## config.mk

```make
export PLATFORM = sky130hd
export DESIGN_NAME = eth_mac_tx_dma
export DESIGN_NICKNAME = d
export VERILOG_FILES = /design/src/hdl/eth_dma_pkg.sv /design/src/hdl/eth_datalink_ctrl.sv /design/src/hdl/eth_dma_ahb_reader.sv /design/src/hdl/eth_tx_fifo.sv /design/src/hdl/eth_tx_pe_port.sv /design/src/hdl/eth_mac_tx_dma.sv
export SDC_FILE = /design/constraint.sdc
export NUM_CORES = 1
export LEC_CHECK = 0
export BUFFER_PORTS_ARGS = -buffer_cell sky130_fd_sc_hd__buf_2
export CORE_MARGIN = 2
export CORE_UTILIZATION = 63
export DETAILED_ROUTE_END_ITERATION = 16
export PLACE_DENSITY = 0.85
export SLEW_MARGIN = 25
export SYNTH_ARGS = -nofsm -noshare
export SYNTH_HDL_FRONTEND = slang
export SYNTH_HIERARCHICAL = 1
export SYNTH_SLANG_ARGS = --single-unit
```

## constraint.sdc

```tcl
create_clock -name ahb_hclk -period 10.1 [get_ports ahb_hclk]
set_clock_uncertainty 0.1 [all_clocks]
set_input_delay 1.515 -clock ahb_hclk [delete_from_list [all_inputs] [get_ports ahb_hclk]]
set_output_delay 1.515 -clock ahb_hclk [all_outputs]
set_load 0.02 [all_outputs]
```

## src/hdl/eth_dma_pkg.sv

```systemverilog
//================================================
// shared constants for the ethernet mac tx dma path
// all blocks run on one clock, ahb_hclk
// word counter covers byte lengths up to 4092
// fifo depth must stay a power of two
//================================================

`default_nettype none

package eth_dma_pkg;

	// bus and descriptor widths
	localparam int DATA_W = 32;
	localparam int LEN_W = 12;
	localparam int WCNT_W = 10;

	// tx data buffer sizing
	localparam int FIFO_DEPTH = 8;
	localparam int CNT_W = 4;
	localparam int PTR_W = $clog2(FIFO_DEPTH);

	//================================================
	// ahb-lite encodings
	//================================================
	localparam logic [1:0] HTRANS_IDLE = 2'b00;
	localparam logic [1:0] HTRANS_NONSEQ = 2'b10;
	localparam logic [2:0] HSIZE_WORD = 3'b010;
	localparam logic [2:0] HBURST_SINGLE = 3'b000;
	// privileged, data access
	localparam logic [3:0] HPROT_DATA = 4'b0011;
	localparam logic [1:0] HRESP_OKAY = 2'b00;
	localparam logic [1:0] HRESP_ERROR = 2'b01;

	//================================================
	// datalink fsm
	//================================================
	// one-hot, bit 1 and bit 4 were arbitration and rx data
	typedef enum logic [5:0]
	{
		DL_IDLE = 6'b000001,
		DL_DESCRIPTOR = 6'b000100,
		DL_TX_DATA = 6'b001000,
		DL_END = 6'b100000
	} dl_state_t;

endpackage

`default_nettype wire

```

## src/hdl/eth_datalink_ctrl.sv

```systemverilog
//================================================
// datalink control for the tx path
// txdb_enable is a level, held high it restarts
// the process after every end state
// byte length rounds up to whole words
//================================================

`timescale 1ns/1ps
`default_nettype none

module eth_datalink_ctrl
(
	input  logic                            ahb_hclk,
	input  logic                            ahb_hrstn,
	input  logic                            txdb_enable,
	input  logic [eth_dma_pkg::DATA_W-1:0]  r_tdes0,
	input  logic [eth_dma_pkg::DATA_W-1:0]  r_tdes3,
	input  logic                            done,
	input  logic                            hresp_err,
	input  logic                            last_taken,
	output logic                            start,
	output logic [eth_dma_pkg::DATA_W-1:0]  base_addr,
	output logic [eth_dma_pkg::WCNT_W-1:0]  word_cnt,
	output logic                            fifo_flush,
	output logic                            process_doing
);

	import eth_dma_pkg::*;

	dl_state_t          state;
	dl_state_t          state_nxt;
	// tx process request from the register enable
	logic               req_q;
	// every word of the buffer has been read over ahb
	logic               rd_done;
	logic [LEN_W:0]     len_up;

	// length plus three, bits above 1 give the word count
	assign len_up = {1'b0, r_tdes3[LEN_W-1:0]} + (LEN_W+1)'(3);

	//================================================
	// request register
	//================================================
	always_ff @(posedge ahb_hclk or negedge ahb_hrstn)
	begin
		if (!ahb_hrstn)
			req_q <= 1'b0;
		else if (state == DL_END)
			req_q <= 1'b0;
		else if (state == DL_IDLE && txdb_enable)
			req_q <= 1'b1;
	end

	//================================================
	// datalink fsm
	//================================================
	always_comb
	begin
		state_nxt = state;
		case (state)
			DL_IDLE:
				if (req_q)
					state_nxt = DL_DESCRIPTOR;
			// descriptor latch takes one cycle
			DL_DESCRIPTOR:
				state_nxt = DL_TX_DATA;
			DL_TX_DATA:
				if (hresp_err || (last_taken && rd_done))
					state_nxt = DL_END;
			DL_END:
				state_nxt = DL_IDLE;
			default:
				state_nxt = DL_IDLE;
		endcase
	end

	always_ff @(posedge ahb_hclk or negedge ahb_hrstn)
	begin
		if (!ahb_hrstn)
		begin
			state <= DL_IDLE;
			start <= 1'b0;
			fifo_flush <= 1'b0;
			rd_done <= 1'b0;
		end
		else
		begin
			state <= state_nxt;
			// high in the first tx-data cycle
			start <= state == DL_DESCRIPTOR;
			// drop words of an aborted buffer
			fifo_flush <= state == DL_TX_DATA && hresp_err;
			if (start)
				rd_done <= 1'b0;
			else if (done)
				rd_done <= 1'b1;
		end
	end

	// descriptor fields, valid from the first tx-data cycle
	always_ff @(posedge ahb_hclk)
	begin
		if (state == DL_DESCRIPTOR)
		begin
			base_addr <= r_tdes0;
			word_cnt <= len_up[WCNT_W+1:2];
		end
	end

	assign process_doing = state == DL_TX_DATA;

endmodule

`default_nettype wire

```

## src/hdl/eth_dma_ahb_reader.sv

```systemverilog
//================================================
// ahb-lite read master, single nonseq word reads
// at most two transfers in flight, address and data phase
// fifo must be empty when start pulses
// an error response cancels the queued address phase
//================================================

`timescale 1ns/1ps
`default_nettype none

module eth_dma_ahb_reader
(
	input  logic                            ahb_hclk,
	input  logic                            ahb_hrstn,
	input  logic                            start,
	input  logic [eth_dma_pkg::DATA_W-1:0]  base_addr,
	input  logic [eth_dma_pkg::WCNT_W-1:0]  word_cnt,
	input  logic [eth_dma_pkg::CNT_W-1:0]   count,
	output logic                            ahb_hsel,
	output logic [1:0]                      ahb_htrans,
	output logic [2:0]                      ahb_hsize,
	output logic                            ahb_hwrite,
	output logic [2:0]                      ahb_hburst,
	output logic [3:0]                      ahb_hprot,
	output logic [eth_dma_pkg::DATA_W-1:0]  ahb_haddr,
	input  logic                            ahb_hready,
	input  logic [1:0]                      ahb_hresp,
	input  logic [eth_dma_pkg::DATA_W-1:0]  ahb_hrdata,
	output logic                            push,
	output logic [eth_dma_pkg::DATA_W-1:0]  push_data,
	output logic                            done,
	output logic                            hresp_err
);

	import eth_dma_pkg::*;

	// transfer on the bus in address phase / data phase
	logic               a_valid;
	logic               d_valid;
	logic [DATA_W-1:0]  addr_q;
	// words still to issue and still to complete
	logic [WCNT_W-1:0]  issue_left;
	logic [WCNT_W-1:0]  cmpl_left;
	logic [CNT_W:0]     pending;
	logic               issue;
	logic               data_err;

	//================================================
	// back-pressure
	//================================================
	// fifo fill plus transfers not yet pushed
	assign pending = {1'b0, count} + {{CNT_W{1'b0}}, a_valid} + {{CNT_W{1'b0}}, d_valid};
	assign issue = (pending < (CNT_W+1)'(FIFO_DEPTH)) && (issue_left != '0);

	assign data_err = d_valid && ahb_hresp == HRESP_ERROR;
	assign push = d_valid && ahb_hready && ahb_hresp == HRESP_OKAY;
	assign push_data = ahb_hrdata;

	always_ff @(posedge ahb_hclk or negedge ahb_hrstn)
	begin
		if (!ahb_hrstn)
		begin
			a_valid <= 1'b0;
			d_valid <= 1'b0;
			addr_q <= '0;
			issue_left <= '0;
			cmpl_left <= '0;
			done <= 1'b0;
			hresp_err <= 1'b0;
		end
		else
		begin
			done <= push && cmpl_left == WCNT_W'(1);
			// second cycle of the two-cycle error response
			hresp_err <= data_err && ahb_hready;
			if (start)
			begin
				// first address phase right after start
				a_valid <= word_cnt != '0;
				d_valid <= 1'b0;
				addr_q <= base_addr;
				issue_left <= (word_cnt != '0) ? word_cnt - WCNT_W'(1) : '0;
				cmpl_left <= word_cnt;
			end
			else if (data_err)
			begin
				// go idle, the rest of the buffer is dropped
				a_valid <= 1'b0;
				issue_left <= '0;
				cmpl_left <= '0;
				if (ahb_hready)
					d_valid <= 1'b0;
			end
			else if (ahb_hready)
			begin
				// pipeline advances only on hready
				d_valid <= a_valid;
				a_valid <= issue;
				if (issue)
				begin
					addr_q <= addr_q + DATA_W'(4);
					issue_left <= issue_left - WCNT_W'(1);
				end
				if (push)
					cmpl_left <= cmpl_left - WCNT_W'(1);
			end
		end
	end

	//================================================
	// bus outputs
	//================================================
	assign ahb_hsel = a_valid;
	assign ahb_htrans = a_valid ? HTRANS_NONSEQ : HTRANS_IDLE;
	assign ahb_haddr = addr_q;
	assign ahb_hwrite = 1'b0;
	assign ahb_hsize = HSIZE_WORD;
	assign ahb_hburst = HBURST_SINGLE;
	assign ahb_hprot = HPROT_DATA;

endmodule

`default_nettype wire

```

## src/hdl/eth_tx_fifo.sv

```systemverilog
//================================================
// tx data buffer, first-word fall-through
// push into a full fifo and pop from an empty one are ignored
// flush wins over a push in the same cycle
//================================================

`timescale 1ns/1ps
`default_nettype none

module eth_tx_fifo
(
	input  logic                            ahb_hclk,
	input  logic                            ahb_hrstn,
	input  logic                            push,
	input  logic [eth_dma_pkg::DATA_W-1:0]  push_data,
	input  logic                            pop,
	input  logic                            flush,
	output logic [eth_dma_pkg::DATA_W-1:0]  pop_data,
	output logic                            empty,
	output logic [eth_dma_pkg::CNT_W-1:0]   count
);

	import eth_dma_pkg::*;

	logic [DATA_W-1:0]  mem [FIFO_DEPTH];
	logic [PTR_W-1:0]   wr_ptr;
	logic [PTR_W-1:0]   rd_ptr;
	logic               full;
	logic               wr_en;
	logic               rd_en;

	assign full = count == CNT_W'(FIFO_DEPTH);
	assign empty = count == '0;
	assign wr_en = push && !full;
	assign rd_en = pop && !empty;
	// head word visible without a pop
	assign pop_data = mem[rd_ptr];

	always_ff @(posedge ahb_hclk or negedge ahb_hrstn)
	begin
		if (!ahb_hrstn)
		begin
			wr_ptr <= '0;
			rd_ptr <= '0;
			count <= '0;
		end
		else if (flush)
		begin
			wr_ptr <= '0;
			rd_ptr <= '0;
			count <= '0;
		end
		else
		begin
			// pointers wrap naturally
			if (wr_en)
				wr_ptr <= wr_ptr + PTR_W'(1);
			if (rd_en)
				rd_ptr <= rd_ptr + PTR_W'(1);
			if (wr_en && !rd_en)
				count <= count + CNT_W'(1);
			else if (rd_en && !wr_en)
				count <= count - CNT_W'(1);
		end
	end

	always_ff @(posedge ahb_hclk)
	begin
		if (wr_en && !flush)
			mem[wr_ptr] <= push_data;
	end

endmodule

`default_nettype wire

```

## src/hdl/eth_tx_pe_port.sv

```systemverilog
//================================================
// four-phase req/ack port to the mac tx engine
// one word per handshake, rdata held while ack is high
// last_taken pulses as ack falls on the final word
//================================================

`timescale 1ns/1ps
`default_nettype none

module eth_tx_pe_port
(
	input  logic                            ahb_hclk,
	input  logic                            ahb_hrstn,
	input  logic                            txdb_pe_req,
	input  logic [eth_dma_pkg::DATA_W-1:0]  pop_data,
	input  logic                            empty,
	input  logic [eth_dma_pkg::WCNT_W-1:0]  word_cnt,
	input  logic                            start,
	output logic                            pop,
	output logic                            txdb_pe_ack,
	output logic [eth_dma_pkg::DATA_W-1:0]  txdb_rdata,
	output logic                            data_ready,
	output logic                            last_taken
);

	import eth_dma_pkg::*;

	// words of this buffer not yet handed over
	logic [WCNT_W-1:0]  left;
	// word behind the current ack is the final one
	logic               last_q;
	logic               ack_fall;

	// new word only between handshakes
	assign pop = txdb_pe_req && !txdb_pe_ack && !empty && left != '0;
	assign ack_fall = txdb_pe_ack && !txdb_pe_req;

	always_ff @(posedge ahb_hclk or negedge ahb_hrstn)
	begin
		if (!ahb_hrstn)
		begin
			txdb_pe_ack <= 1'b0;
			left <= '0;
			last_q <= 1'b0;
			last_taken <= 1'b0;
			data_ready <= 1'b0;
		end
		else
		begin
			data_ready <= !empty;
			last_taken <= ack_fall && last_q;
			if (pop)
				txdb_pe_ack <= 1'b1;
			else if (ack_fall)
				txdb_pe_ack <= 1'b0;
			if (start)
			begin
				left <= word_cnt;
				last_q <= 1'b0;
			end
			else if (pop)
			begin
				left <= left - WCNT_W'(1);
				last_q <= left == WCNT_W'(1);
			end
		end
	end

	// word register for the engine
	always_ff @(posedge ahb_hclk)
	begin
		if (pop)
			txdb_rdata <= pop_data;
	end

endmodule

`default_nettype wire

```

## src/hdl/eth_mac_tx_dma.sv

```systemverilog
//================================================
// ethernet mac tx dma, one descriptor per enable
// r_tdes0 is the buffer address, r_tdes3[11:0] the byte length
// length must be nonzero and at most 4092 bytes
// buffer address must be word aligned
// enable_end and process_finish are the same event
//================================================

`timescale 1ns/1ps
`default_nettype none

module eth_mac_tx_dma
(
	input  logic                            ahb_hclk,
	input  logic                            ahb_hrstn,

	// register side
	input  logic                            txdb_enable,
	input  logic [eth_dma_pkg::DATA_W-1:0]  r_tdes0,
	input  logic [eth_dma_pkg::DATA_W-1:0]  r_tdes3,

	// ahb-lite master
	output logic                            ahb_hsel,
	output logic [1:0]                      ahb_htrans,
	output logic [2:0]                      ahb_hsize,
	output logic                            ahb_hwrite,
	output logic [2:0]                      ahb_hburst,
	output logic [3:0]                      ahb_hprot,
	output logic [eth_dma_pkg::DATA_W-1:0]  ahb_haddr,
	input  logic                            ahb_hready,
	input  logic [1:0]                      ahb_hresp,
	input  logic [eth_dma_pkg::DATA_W-1:0]  ahb_hrdata,

	// protocol engine side
	input  logic                            txdb_pe_req,
	output logic                            txdb_pe_ack,
	output logic [eth_dma_pkg::DATA_W-1:0]  txdb_rdata,
	output logic                            txdb_data_ready,
	output logic                            txdb_process_doing,
	output logic                            txdb_enable_end,

	// interrupt status
	output logic                            int_status_dma_hresp_error,
	output logic                            int_status_dma_process_finish
);

	import eth_dma_pkg::*;

	//================================================
	// block to block wires
	//================================================
	// control fsm to reader
	logic               start;
	logic [DATA_W-1:0]  base_addr;
	logic [WCNT_W-1:0]  word_cnt;
	logic               done;
	logic               hresp_err;
	// reader to fifo
	logic               push;
	logic [DATA_W-1:0]  push_data;
	logic [CNT_W-1:0]   count;
	// fifo to pe port
	logic               pop;
	logic [DATA_W-1:0]  pop_data;
	logic               empty;
	logic               fifo_flush;
	logic               last_taken;

	eth_datalink_ctrl eth_datalink_ctrl_i
	(
		.ahb_hclk      (ahb_hclk),
		.ahb_hrstn     (ahb_hrstn),
		.txdb_enable   (txdb_enable),
		.r_tdes0       (r_tdes0),
		.r_tdes3       (r_tdes3),
		.done          (done),
		.hresp_err     (hresp_err),
		.last_taken    (last_taken),
		.start         (start),
		.base_addr     (base_addr),
		.word_cnt      (word_cnt),
		.fifo_flush    (fifo_flush),
		.process_doing (txdb_process_doing)
	);

	eth_dma_ahb_reader eth_dma_ahb_reader_i
	(
		.ahb_hclk   (ahb_hclk),
		.ahb_hrstn  (ahb_hrstn),
		.start      (start),
		.base_addr  (base_addr),
		.word_cnt   (word_cnt),
		.count      (count),
		.ahb_hsel   (ahb_hsel),
		.ahb_htrans (ahb_htrans),
		.ahb_hsize  (ahb_hsize),
		.ahb_hwrite (ahb_hwrite),
		.ahb_hburst (ahb_hburst),
		.ahb_hprot  (ahb_hprot),
		.ahb_haddr  (ahb_haddr),
		.ahb_hready (ahb_hready),
		.ahb_hresp  (ahb_hresp),
		.ahb_hrdata (ahb_hrdata),
		.push       (push),
		.push_data  (push_data),
		.done       (done),
		.hresp_err  (hresp_err)
	);

	eth_tx_fifo eth_tx_fifo_i
	(
		.ahb_hclk  (ahb_hclk),
		.ahb_hrstn (ahb_hrstn),
		.push      (push),
		.push_data (push_data),
		.pop       (pop),
		.flush     (fifo_flush),
		.pop_data  (pop_data),
		.empty     (empty),
		.count     (count)
	);

	eth_tx_pe_port eth_tx_pe_port_i
	(
		.ahb_hclk    (ahb_hclk),
		.ahb_hrstn   (ahb_hrstn),
		.txdb_pe_req (txdb_pe_req),
		.pop_data    (pop_data),
		.empty       (empty),
		.word_cnt    (word_cnt),
		.start       (start),
		.pop         (pop),
		.txdb_pe_ack (txdb_pe_ack),
		.txdb_rdata  (txdb_rdata),
		.data_ready  (txdb_data_ready),
		.last_taken  (last_taken)
	);

	// single descriptor, so the end of the ring is the end of the frame
	assign txdb_enable_end = last_taken;
	assign int_status_dma_process_finish = last_taken;
	assign int_status_dma_hresp_error = hresp_err;

endmodule

`default_nettype wire

```

## Word level (Yosys, flattened, before mapping)

Memory sizes are Yosys's and may differ from the RTL's. A register that Yosys moved wholly into a read port is not among the register bits.
Cells that the tools add are included.

| operators by class | value |
|---|---|
| add/sub/neg operators | 12 |
| order comparisons | 1 |
| eq/ne operators | 11 |
| mux-type cells | 43 |
| reductions and logical operators | 48 |

Operator list:

| kind | count |
|---|---|
| $mux W32 | 4 |
| $mux W10 | 11 |
| $sub A10 B1 Y10 const B | 4 |
| $add A32 B3 Y32 const B | 1 |
| $reduce_bool A10 Y1 | 3 |
| $eq A10 B1 Y1 const B | 2 |
| $logic_and A1 B1 Y1 | 19 |
| $pmux W6 S3 | 1 |
| $mux W1 | 17 |
| $reduce_bool A2 Y1 | 8 |
| $add A12 B2 Y12 const B | 1 |
| $mux W3 | 4 |
| $mux W4 | 3 |
| $mux W6 | 2 |
| $reduce_bool A3 Y1 | 4 |
| $logic_not A1 Y1 | 7 |
| $add A3 B1 Y3 const B | 2 |
| $eq A6 B1 Y1 const B | 1 |
| $eq A6 B3 Y1 const B | 1 |
| $eq A6 B4 Y1 const B | 1 |
| $eq A6 B6 Y1 const B | 1 |
| $reduce_and A2 Y1 | 3 |
| $add A4 B1 Y5 | 1 |
| $add A5 B1 Y5 | 1 |
| other kinds (12) | 13 |

| storage, ports and cells | value |
|---|---|
| register bits | 132 |
| RAM bits | 256 |
| input bits | 103 |
| output and inout port bits | 84 |
| word-level logic and storage cells | 138 |
| memories kept | 1 |

Memory list:

| memory | words | bits a word | rd ports | clocked after memory_dff | wr ports | line | source |
|---|---|---|---|---|---|---|---|
| eth_tx_fifo_i.mem | 8 | 32 | 1 | 1 | 1 | eth_tx_fifo.sv:25 | `logic [DATA_W-1:0] mem [FIFO_DEPTH];` |

## Logic depth before layout (Yosys ltp)

Gate-level depths: netlist of the first run.

| logic depth | value |
|---|---|
| word-level depth | 9 |
| depth in mapped cells | 13 |
| mapped depth without buffers | 12 |

## Hierarchy

Netlist of the first run, hierarchy kept.

By module, submodules not included:

| module | instances | cells each | area each (µm²) | seq. area each (µm²) |
|---|---|---|---|---|
| eth_tx_fifo | 1 | 449 | 10296.1 | 7937.6 |
| eth_dma_ahb_reader | 1 | 454 | 3849.9 | 1401.3 |
| eth_datalink_ctrl | 1 | 96 | 1793.0 | 1462.7 |
| eth_tx_pe_port | 1 | 116 | 1735.4 | 1311.3 |
| eth_mac_tx_dma | 1 | 1 | 7.5 | 0.0 |

## Worst setup path after synthesis of the first run

OpenSTA, ideal clock, no wires.

| timing path | value |
|---|---|
| path type | register to register |
| from | register eth_datalink_ctrl_i.state[2] |
| to | register eth_datalink_ctrl_i.start |
| library setup time | 581 ps |
| data arrival time | 4945 ps |
| required time | 9419 ps |
| slack | 4474 ps |
| stages on the path, launching flop included | 2 |
| path buffers | 0 |
| period minus slack after synthesis | 5626 ps |
| cells stage by stage | dfrtp_1 -> nor4b_1 |

| on the way | value |
|---|---|
| word-level cells in the longest chain between the ends | 1 |

RTL lines:

| element | line | source |
|---|---|---|
| start: declaration | eth_datalink_ctrl.sv:30 | `dl_state_t state;` |
| start signal: assignment | eth_datalink_ctrl.sv:88 | `state <= state_nxt;` |
| $eq A6 B3 Y1 | eth_datalink_ctrl.sv:90 | `start <= state == DL_DESCRIPTOR;` |
| end signal: assignment | eth_datalink_ctrl.sv:82 | `start <= 1'b0;` |
| end signal: assignment | eth_datalink_ctrl.sv:90 |  |
| end: declaration | eth_datalink_ctrl.sv:21 | `output logic start,` |

No other way between the ends.
A chain may end at the register's enable or synchronous reset.

## Worst setup path after layout of the first run

| timing path | value |
|---|---|
| from | input port txdb_pe_req |
| to | register eth_tx_fifo_i/count[3] (netlist name) |

| on the way | value |
|---|---|
| word-level cells in the longest chain between the ends | 8 |
| elaborated cells on any way between the ends | 10 |
| those cells by class | mux: 2; reduce/logical: 8 |

RTL lines:

| element | line | source |
|---|---|---|
| start: declaration | eth_mac_tx_dma.sv:35 | `input logic txdb_pe_req,` |
| $logic_and A1 B1 Y1 * (3 in a row) | eth_tx_pe_port.sv:35 | `assign pop = txdb_pe_req && !txdb_pe_ack && !empty && left != '0;` |
| via pop | eth_mac_tx_dma.sv:63 | `logic pop;` |
| $logic_and A1 B1 Y1 * | eth_tx_fifo.sv:35 | `assign rd_en = pop && !empty;` |
| $logic_not A1 Y1 | eth_tx_fifo.sv:60 | `if (wr_en && !rd_en)` |
| $logic_and A1 B1 Y1 | eth_tx_fifo.sv:60 |  |
| $mux W4 | eth_tx_fifo.sv:60 |  |
| $mux W4 | eth_tx_fifo.sv:47 | `else if (flush)` |
| end signal: assignment | eth_tx_fifo.sv:61 | `count <= count + CNT_W'(1);` |
| end signal: assignment | eth_tx_fifo.sv:63 | `count <= count - CNT_W'(1);` |
| end: declaration | eth_tx_fifo.sv:20 | `output logic [eth_dma_pkg::CNT_W-1:0] count` |

Mark *: on every way through the listed nets, which the timed path passes. The rest lies on a longest branch.

==> results of run 1 <==
[critical path, delay by kind of cell]
family          cells  cell delay [ns]
compound gates      4             1.05
fa+ha+maj           1             0.26
buf+inv             1             0.11
mux                 1             0.17
simple gates        3             0.95
[cell type report]
cell class                 count  area (um2)
timing repair buffer         171         901
antenna                        5        12.5
clock buffer                  56        1110
tap                          378         473
multi-input combinational    591        5050
clock inverter                21         191
sequential                   418       12100
inverter                      22        82.6
fill                        1601        7760
[layer usage]
layer | track usage [%] | wire length, um
met5 | 0 | 0
met4 | 11.5 | 1510
met3 | 5.45 | 3240
met2 | 45.9 | 20200
met1 | 35.7 | 14900
[cells in the mapped netlist, types with 5 or more instances]
library cell	count
sky130_fd_sc_hd__a21oi_1	22
sky130_fd_sc_hd__a31oi_1	18
sky130_fd_sc_hd__and3_1	8
sky130_fd_sc_hd__buf_2	8
sky130_fd_sc_hd__buf_4	46
sky130_fd_sc_hd__clkbuf_1	36
sky130_fd_sc_hd__dfrtp_1	87
sky130_fd_sc_hd__edfxtp_1	330
sky130_fd_sc_hd__ha_1	12
sky130_fd_sc_hd__inv_1	21
sky130_fd_sc_hd__mux2_2	34
sky130_fd_sc_hd__mux2i_1	7
sky130_fd_sc_hd__mux4_2	64
sky130_fd_sc_hd__nand2_1	62
sky130_fd_sc_hd__nand2b_1	7
sky130_fd_sc_hd__nand3_1	20
sky130_fd_sc_hd__nand4_1	9
sky130_fd_sc_hd__nor2_1	56
sky130_fd_sc_hd__nor2b_1	10
sky130_fd_sc_hd__nor3_1	23
sky130_fd_sc_hd__nor4_1	14
sky130_fd_sc_hd__o211ai_1	5
sky130_fd_sc_hd__o21a_1	8
sky130_fd_sc_hd__o21ai_0	38
sky130_fd_sc_hd__o22a_1	5
sky130_fd_sc_hd__o31ai_1	8
sky130_fd_sc_hd__or3_1	10
sky130_fd_sc_hd__or4_1	17
sky130_fd_sc_hd__xnor2_1	32
sky130_fd_sc_hd__xor2_1	12
[flip-flops by register name (all words and copies together), names as in the netlist, 3 cells and up]
name and count:
eth_tx_fifo_i/mem 256, eth_datalink_ctrl_i/base_addr 32, eth_dma_ahb_reader_i/ahb_haddr 32, eth_tx_pe_port_i/txdb_rdata 32
eth_datalink_ctrl_i/word_cnt 10, eth_dma_ahb_reader_i/cmpl_left 10, eth_dma_ahb_reader_i/issue_left 10, eth_tx_pe_port_i/left 10
eth_datalink_ctrl_i/state 4, eth_tx_fifo_i/count 4, eth_tx_fifo_i/rd_ptr 3, eth_tx_fifo_i/wr_ptr 3
[cells by family (layout without fill, tap and decap cells)]
| group | Yosys count | in the layout | synth area share (%) |
|---|---|---|---|
| DFF | 418 | 418 | 68.5 |
| other | 2 | 17 | 0.0425 |
| xor gates and xnor gates | 44 | 44 | 2.18 |
| adders and majority gates | 13 | 13 | 0.962 |
| and+or+nand+nor | 277 | 277 | 8.63 |
| AOI/OAI and AO/OA | 140 | 140 | 5.37 |
| buffers and inverters | 117 | 270 | 3.60 |
| muxes | 105 | 105 | 10.7 |
[power by group]
group / total [mW] / internal, mW / switching [mW]
Sequential: 2.45 / 2.17 / 0.285
Combinational: 1.61 / 0.699 / 0.910
Clock: 1.49 / 0.837 / 0.655
Total: 5.55 / 3.70 / 1.85
[metrics by stage]
stage	setup slack [ns]	util (%)	power [mW]	instance area, um2
detailed placement	6.09	67.2	4.03	18600
CTS	6.52	72.0	5.56	19900
global route	6.35	72.0	5.79	19900
floorplan	4.47	-	3.60	17700
global placement	6.16	67.2	3.96	18600
finish	6.38	72.0	5.55	19900
[worst max-delay path by stage]
stage                                  from                        end  depth (start not counted)
2_1_floorplan  eth_datalink_ctrl_i/state[2]  eth_datalink_ctrl_i/start                          1
3_3_place_gp                    txdb_pe_req     eth_tx_fifo_i/count[1]                          8
3_5_place_dp                    txdb_pe_req     eth_tx_fifo_i/count[3]                         10
4_1_cts                         txdb_pe_req     eth_tx_fifo_i/count[3]                         10
5_1_grt              eth_tx_fifo_i/count[0]     eth_tx_fifo_i/count[3]                         10
6_report                        txdb_pe_req     eth_tx_fifo_i/count[3]                         10
==> results.yml, run 1 <==
synthesis:
  synth_edf_count: 330
  yosys.cell_types.count: 76
  netlist_instances: 1116
  seq_area_frac_synth_pct: 68.5
  ys_ff_latch: 418
  synth_async_sr_flop_share_pct: 21.1
  synth.area.top_cells: "sky130_fd_sc_hd__edfxtp_1 (56%), sky130_fd_sc_hd__dfrtp_1 (12%), sky130_fd_sc_hd__mux4_2 (8.2%), sky130_fd_sc_hd__mux2_2 (2.2%), sky130_fd_sc_hd__buf_4 (2.0%)"
  syn-mean-instance-area_um2: 15.8
  yosysWarningCount: 6
  netlist_area_um2: 17700
  synth.top_cell.area_share_pct: 56.0
  netlist.top_cell.by_area: "sky130_fd_sc_hd__edfxtp_1"
  synth_flop_cell: "sky130_fd_sc_hd__edfxtp_1"
timing:
  finalSetupViolations: 0
  final-hold-violation-count: 0
  maximum_clock_rate_mhz: 269
  rsz_0062_raised_after_global_routing: "no"
  finalCritPeriodShare_pct: 36.8
  report.final.slew_viol_count: 0
  timing.hold.ws_ns: 0.333
  setup-tns-final_ns: 0
  fin_crit_ns: 3.72
  slew_headroom_pct: 33.0
  worst_tran_pin_value_ns: 1.00
global_routing:
  first_pass_grt_wire_length_um: 60400
  number_of_global_route_vias_before_repair: 10500
  maximum_number_of_pins_on_one_net_before_global_route_repair: 89
  global_route.overflow_total: 0
  globalRouteTotalUtil_pct: 27.5
  antenna_violations_before_repair: 5
final_layout:
  instances_no_fill: 1662
  layout_commonest_cell: "sky130_fd_sc_hd__edfxtp_1"
  layout_common_cells: "sky130_fd_sc_hd__edfxtp_1 (330), sky130_fd_sc_hd__buf_2 (153), sky130_fd_sc_hd__dfrtp_1 (84)"
  finalNetCount: 1362
  layout-area-overhead-vs-synth_pct: 12.8
  drive_above_1_share_pct: 28.0
routing:
  drc_errors: 0
  wirelength_per_cell_um: 24.0
  detailedRoute.firstIterationViolations: 1176
  detail_route.wirelength_um: 39900
  vias_per_cell: 6.32
  detailedRoute.firstPassIterationCount: 7
  postRouteAntennaNets: 0
  total_via_count_after_detailed_routing: 10500
min_path:
  launch_instance_of_the_worst_min_delay_path: "eth_datalink_ctrl_i/base_addr[13]"
  whs_endpoint: "eth_dma_ahb_reader_i/ahb_haddr[13]"
  hp-class: "reg -> reg"
  min_delay_path_depth: 2
critical_path:
  kind_of_critical_path: "in -> reg"
  timing.critical_path.from_type: "input port"
  crit_chain: "buf_2 > or3b_1 > nor2_4 > o41ai_4 > nand3_4 > ha_1 > a21o_1 > a2111oi_0 > mux2i_1 > o311ai_1"
  slowest_stage: "sky130_fd_sc_hd__or3b_1"
  r2r_cells: 10
  reg2reg_slack_ns: 6.44
  cp-end-kind: "register"
  cp_slowest_stage_delay_ns: 0.57
  cp_data_required_time_ns: 10.44
  worstReg2RegEnd: "eth_tx_fifo_i/count[3]"
  path_max_fanout: 11
  worstPathArrival_ns: 4.06
  worst_r2r_start: "eth_tx_fifo_i/count[0]"
clock_network:
  cts_resized: 0
  postCtsHoldBufs: 0
  post-cts-setup-buffer-count: 0
  clk_pin_slew_ns: 0.06
  cts_max_path_buffers: 3
  clkLatencyLatePin_ns: 0.55
  count_of_h_tree_levels_built_during_cts: 2
  clock-root-buffer: "sky130_fd_sc_hd__clkbuf_16"
  tritoncts: "built"
  sinks_on_the_clock_net: 418
  cts_made_buffers: 42
run_status:
  run_status: "finished clean"
floorplanning:
  floorplan.rows: 61
  ios: 187
  die_area_um2: 29400
  initial_utilization_pct: 63.8
  design.core.area_um2: 27700
  die_width_um: 172
  floorplan.die.height_um: 172
power_and_ir_drop:
  worst_ir_drop_vdd_mv: 0.181
  cellPowerDensity_nw_per_um2: 278
  cellLeakagePower_nw: 6.99
placement:
  port-buffer-count: 154
  hpwl_um: 22200
  dp.cells: 1580
  gp_routability_congestion: 0.809
run:
  max_cap_viol_count: 0
Note: power is estimated with default switching activity, not from simulation.
==> run 2, diff against run 1 <==
CORE_UTILIZATION = 53   (was 63)
PLACE_DENSITY = 0.76   (was 0.85)
clock period = 3.4 ns   (was 10.1 ns; I/O delays follow)
==> run 2 against run 1 <==
Compared with the run above: sequential cell count unchanged; first-iteration DRC count is 39% lower; utilization fell by 10 points; global-route usage down 6.7 points; critical path type is now reg -> reg; highest routed layer is now met5; critical endpoint unchanged.
==> results.yml, run 2 (synthesized netlist as in run 1, its figures left out) <==
routing:
  detailedRoute.firstPassIterationCount: 5
  detailedRoute.firstIterationViolations: 717
  drc_errors: 0
  wirelength_per_cell_um: 20.7
  total_via_count_after_detailed_routing: 9984
  detail_route.wirelength_um: 35900
  vias_per_cell: 5.74
  postRouteAntennaNets: 0
timing:
  layout_setup_ws_ns: 0.386
  setup-tns-final_ns: 0
  timing.hold.ws_ns: 0.0370
  worst_tran_pin_value_ns: 1.01
  rsz_0062_raised_after_global_routing: "no"
  finalSetupViolations: 0
  fin_crit_ns: 3.01
  maximum_clock_rate_mhz: 332
  slew_headroom_pct: 32.5
  report.final.slew_viol_count: 0
  finalCritPeriodShare_pct: 88.7
  final-hold-violation-count: 0
clock_network:
  cts_max_path_buffers: 3
  post-cts-setup-buffer-count: 0
  clock-root-buffer: "sky130_fd_sc_hd__clkbuf_16"
  clkLatencyLatePin_ns: 0.57
  clk_pin_slew_ns: 0.06
  cts_made_buffers: 42
  count_of_h_tree_levels_built_during_cts: 2
  tritoncts: "built"
  sinks_on_the_clock_net: 418
floorplanning:
  die_area_um2: 34800
  floorplan.die.height_um: 187
  floorplan.rows: 66
  ios: 187
  initial_utilization_pct: 54.1
  design.core.area_um2: 32700
  die_width_um: 187
final_layout:
  finalNetCount: 1377
  registers.top_by_ff_count: "eth_tx_fifo_i/mem"
  layout.core_utilization_pct: 61.9
  drive_above_1_share_pct: 29.3
  largest_reg_flops: 256
  layout_common_cells: "sky130_fd_sc_hd__edfxtp_1 (330), sky130_fd_sc_hd__buf_2 (153), sky130_fd_sc_hd__dfrtp_1 (83)"
  layout_commonest_cell: "sky130_fd_sc_hd__edfxtp_1"
  layout-area-overhead-vs-synth_pct: 14.5
placement:
  pre_cts_slack_ns: 0.275
  gp_routability_congestion: 0.818
  port-buffer-count: 154
  hpwl_um: 21800
power_and_ir_drop:
  combPwrFrac_pct: 28.8
  internal_power_mw: 11.0
  cellPowerDensity_nw_per_um2: 811
  cellLeakagePower_nw: 7.08
  total_power_mw: 16.4
  portion_of_total_power_attributed_to_the_clock_network_pct: 26.7
  seq_power_share_pct: 44.5
  worst_ir_drop_vdd_mv: 0.454
  power.switching_fraction_pct: 32.8
  p_sw_mw: 5.39
min_path:
  launch_instance_of_the_worst_min_delay_path: "r_tdes0[3]"
  min_delay_path_depth: 1
  whs_endpoint: "eth_datalink_ctrl_i/base_addr[3]"
  hp-class: "in -> reg"
critical_path:
  cp-end-kind: "register"
  path_max_fanout: 8
  worst_r2r_start: "eth_tx_fifo_i/count[2]"
  r2r_cells: 10
  reg2reg_slack_ns: 0.39
  cp_data_required_time_ns: 3.74
  kind_of_critical_path: "reg -> reg"
  worstReg2RegEnd: "eth_tx_fifo_i/count[3]"
  timing.critical_path.from_type: "register"
  worstPathArrival_ns: 3.35
run_status:
  run_status: "finished clean"
run:
  max_cap_viol_count: 0
global_routing:
  number_of_global_route_vias_before_repair: 10100
  antenna_violations_before_repair: 4
  first_pass_grt_wire_length_um: 56800
  global_route.overflow_total: 0
  maximum_number_of_pins_on_one_net_before_global_route_repair: 88
  globalRouteTotalUtil_pct: 20.8
-- run 2: changes by cell type in the layout (fill, tap and decap cells not counted), moves of 2 or more --
cell and change:
sky130_fd_sc_hd__buf_4 +9, sky130_fd_sc_hd__inv_16 -2, sky130_fd_sc_hd__clkinv_4 +2, sky130_fd_sc_hd__buf_12 +5, sky130_fd_sc_hd__nor3_4 +2, sky130_fd_sc_hd__clkinvlp_4 +2
sky130_fd_sc_hd__diode_2 -2, sky130_fd_sc_hd__clkbuf_1 -5, sky130_fd_sc_hd__nor3_2 -2, sky130_fd_sc_hd__clkinv_16 +2
-- run 2: routing by layer --
layer	up-vias	share of wire [%]	wire length (um)	global-route usage (%)
met3	66	4.8	1730	3.23
met4	2	2.7	974	7.08
li1	4576	-	-	-
met1	5067	43	15500	28.8
met2	273	49	17700	34.0
met5	-	0.036	13	0
-- run 2: timing repair --
action,in CTS,in global routing
hold buffers,1,0
hold endpoints to repair,34,0
endpoints found under the setup margin,0,1
gates resized for setup,0,1
-- run 2: cell type report --
type                       count  area (um2)
fill                        2453       12500
multi-input combinational    591        5080
timing repair buffer         186        1080
clock buffer                  52        1110
sequential                   418       12100
clock inverter                24         219
inverter                      22        82.6
antenna                        3        7.51
tap                          442         553
-- run 2: how the worst max path moves through the flow --
| stage | from | to | slack [ns] |
|---|---|---|---|
| 4_1_cts | eth_tx_pe_port_i/left[3] | eth_tx_fifo_i/count[3] | 0.27 |
| 3_5_place_dp | eth_tx_pe_port_i/left[3] | eth_tx_fifo_i/count[3] | 0.28 |
| 5_1_grt | eth_tx_fifo_i/count[2] | eth_tx_fifo_i/count[3] | 0.005 |
| 3_3_place_gp | eth_tx_pe_port_i/left[3] | eth_tx_fifo_i/count[3] | 0.41 |
| 6_report | eth_tx_fifo_i/count[2] | eth_tx_fifo_i/count[3] | 0.39 |
| 2_1_floorplan | ahb_hresp[0] | eth_tx_fifo_i/mem[2][0] | -0.21 |
-- run 2: metrics by stage --
| step | cell area, um2 | std cells |
|---|---|---|
| 5_1_grt | 20200 | 1737 |
| 3_5_place_dp | 18900 | 1658 |
| 3_3_place_gp | 18900 | 1658 |
| 6_report | 20200 | 1738 |
| 4_1_cts | 20200 | 1735 |
| 2_1_floorplan | 17800 | 1126 |
-- run 2: worst max-delay path, stage by stage (launching register included) --
cell	delay (ns)
sky130_fd_sc_hd__dfrtp_1	0.48
sky130_fd_sc_hd__nor4_1	0.53
sky130_fd_sc_hd__or3b_1	0.26
sky130_fd_sc_hd__nor2_4	0.07
sky130_fd_sc_hd__o41ai_4	0.10
sky130_fd_sc_hd__nand3_4	0.15
sky130_fd_sc_hd__ha_1	0.31
sky130_fd_sc_hd__a21o_1	0.20
sky130_fd_sc_hd__a2111oi_0	0.47
sky130_fd_sc_hd__mux2i_1	0.14
sky130_fd_sc_hd__o311ai_1	0.10
-- run 2: power by group through the flow --
stage	Clock, mW	Combinational, mW	Sequential (mW)
after floorplan	0	3.26	7.44
after global placement	0	4.58	7.36
after detailed placement	0	4.73	7.40
after CTS	4.48	4.77	7.30
after global routing	4.69	5.18	7.42
final	4.38	4.73	7.30
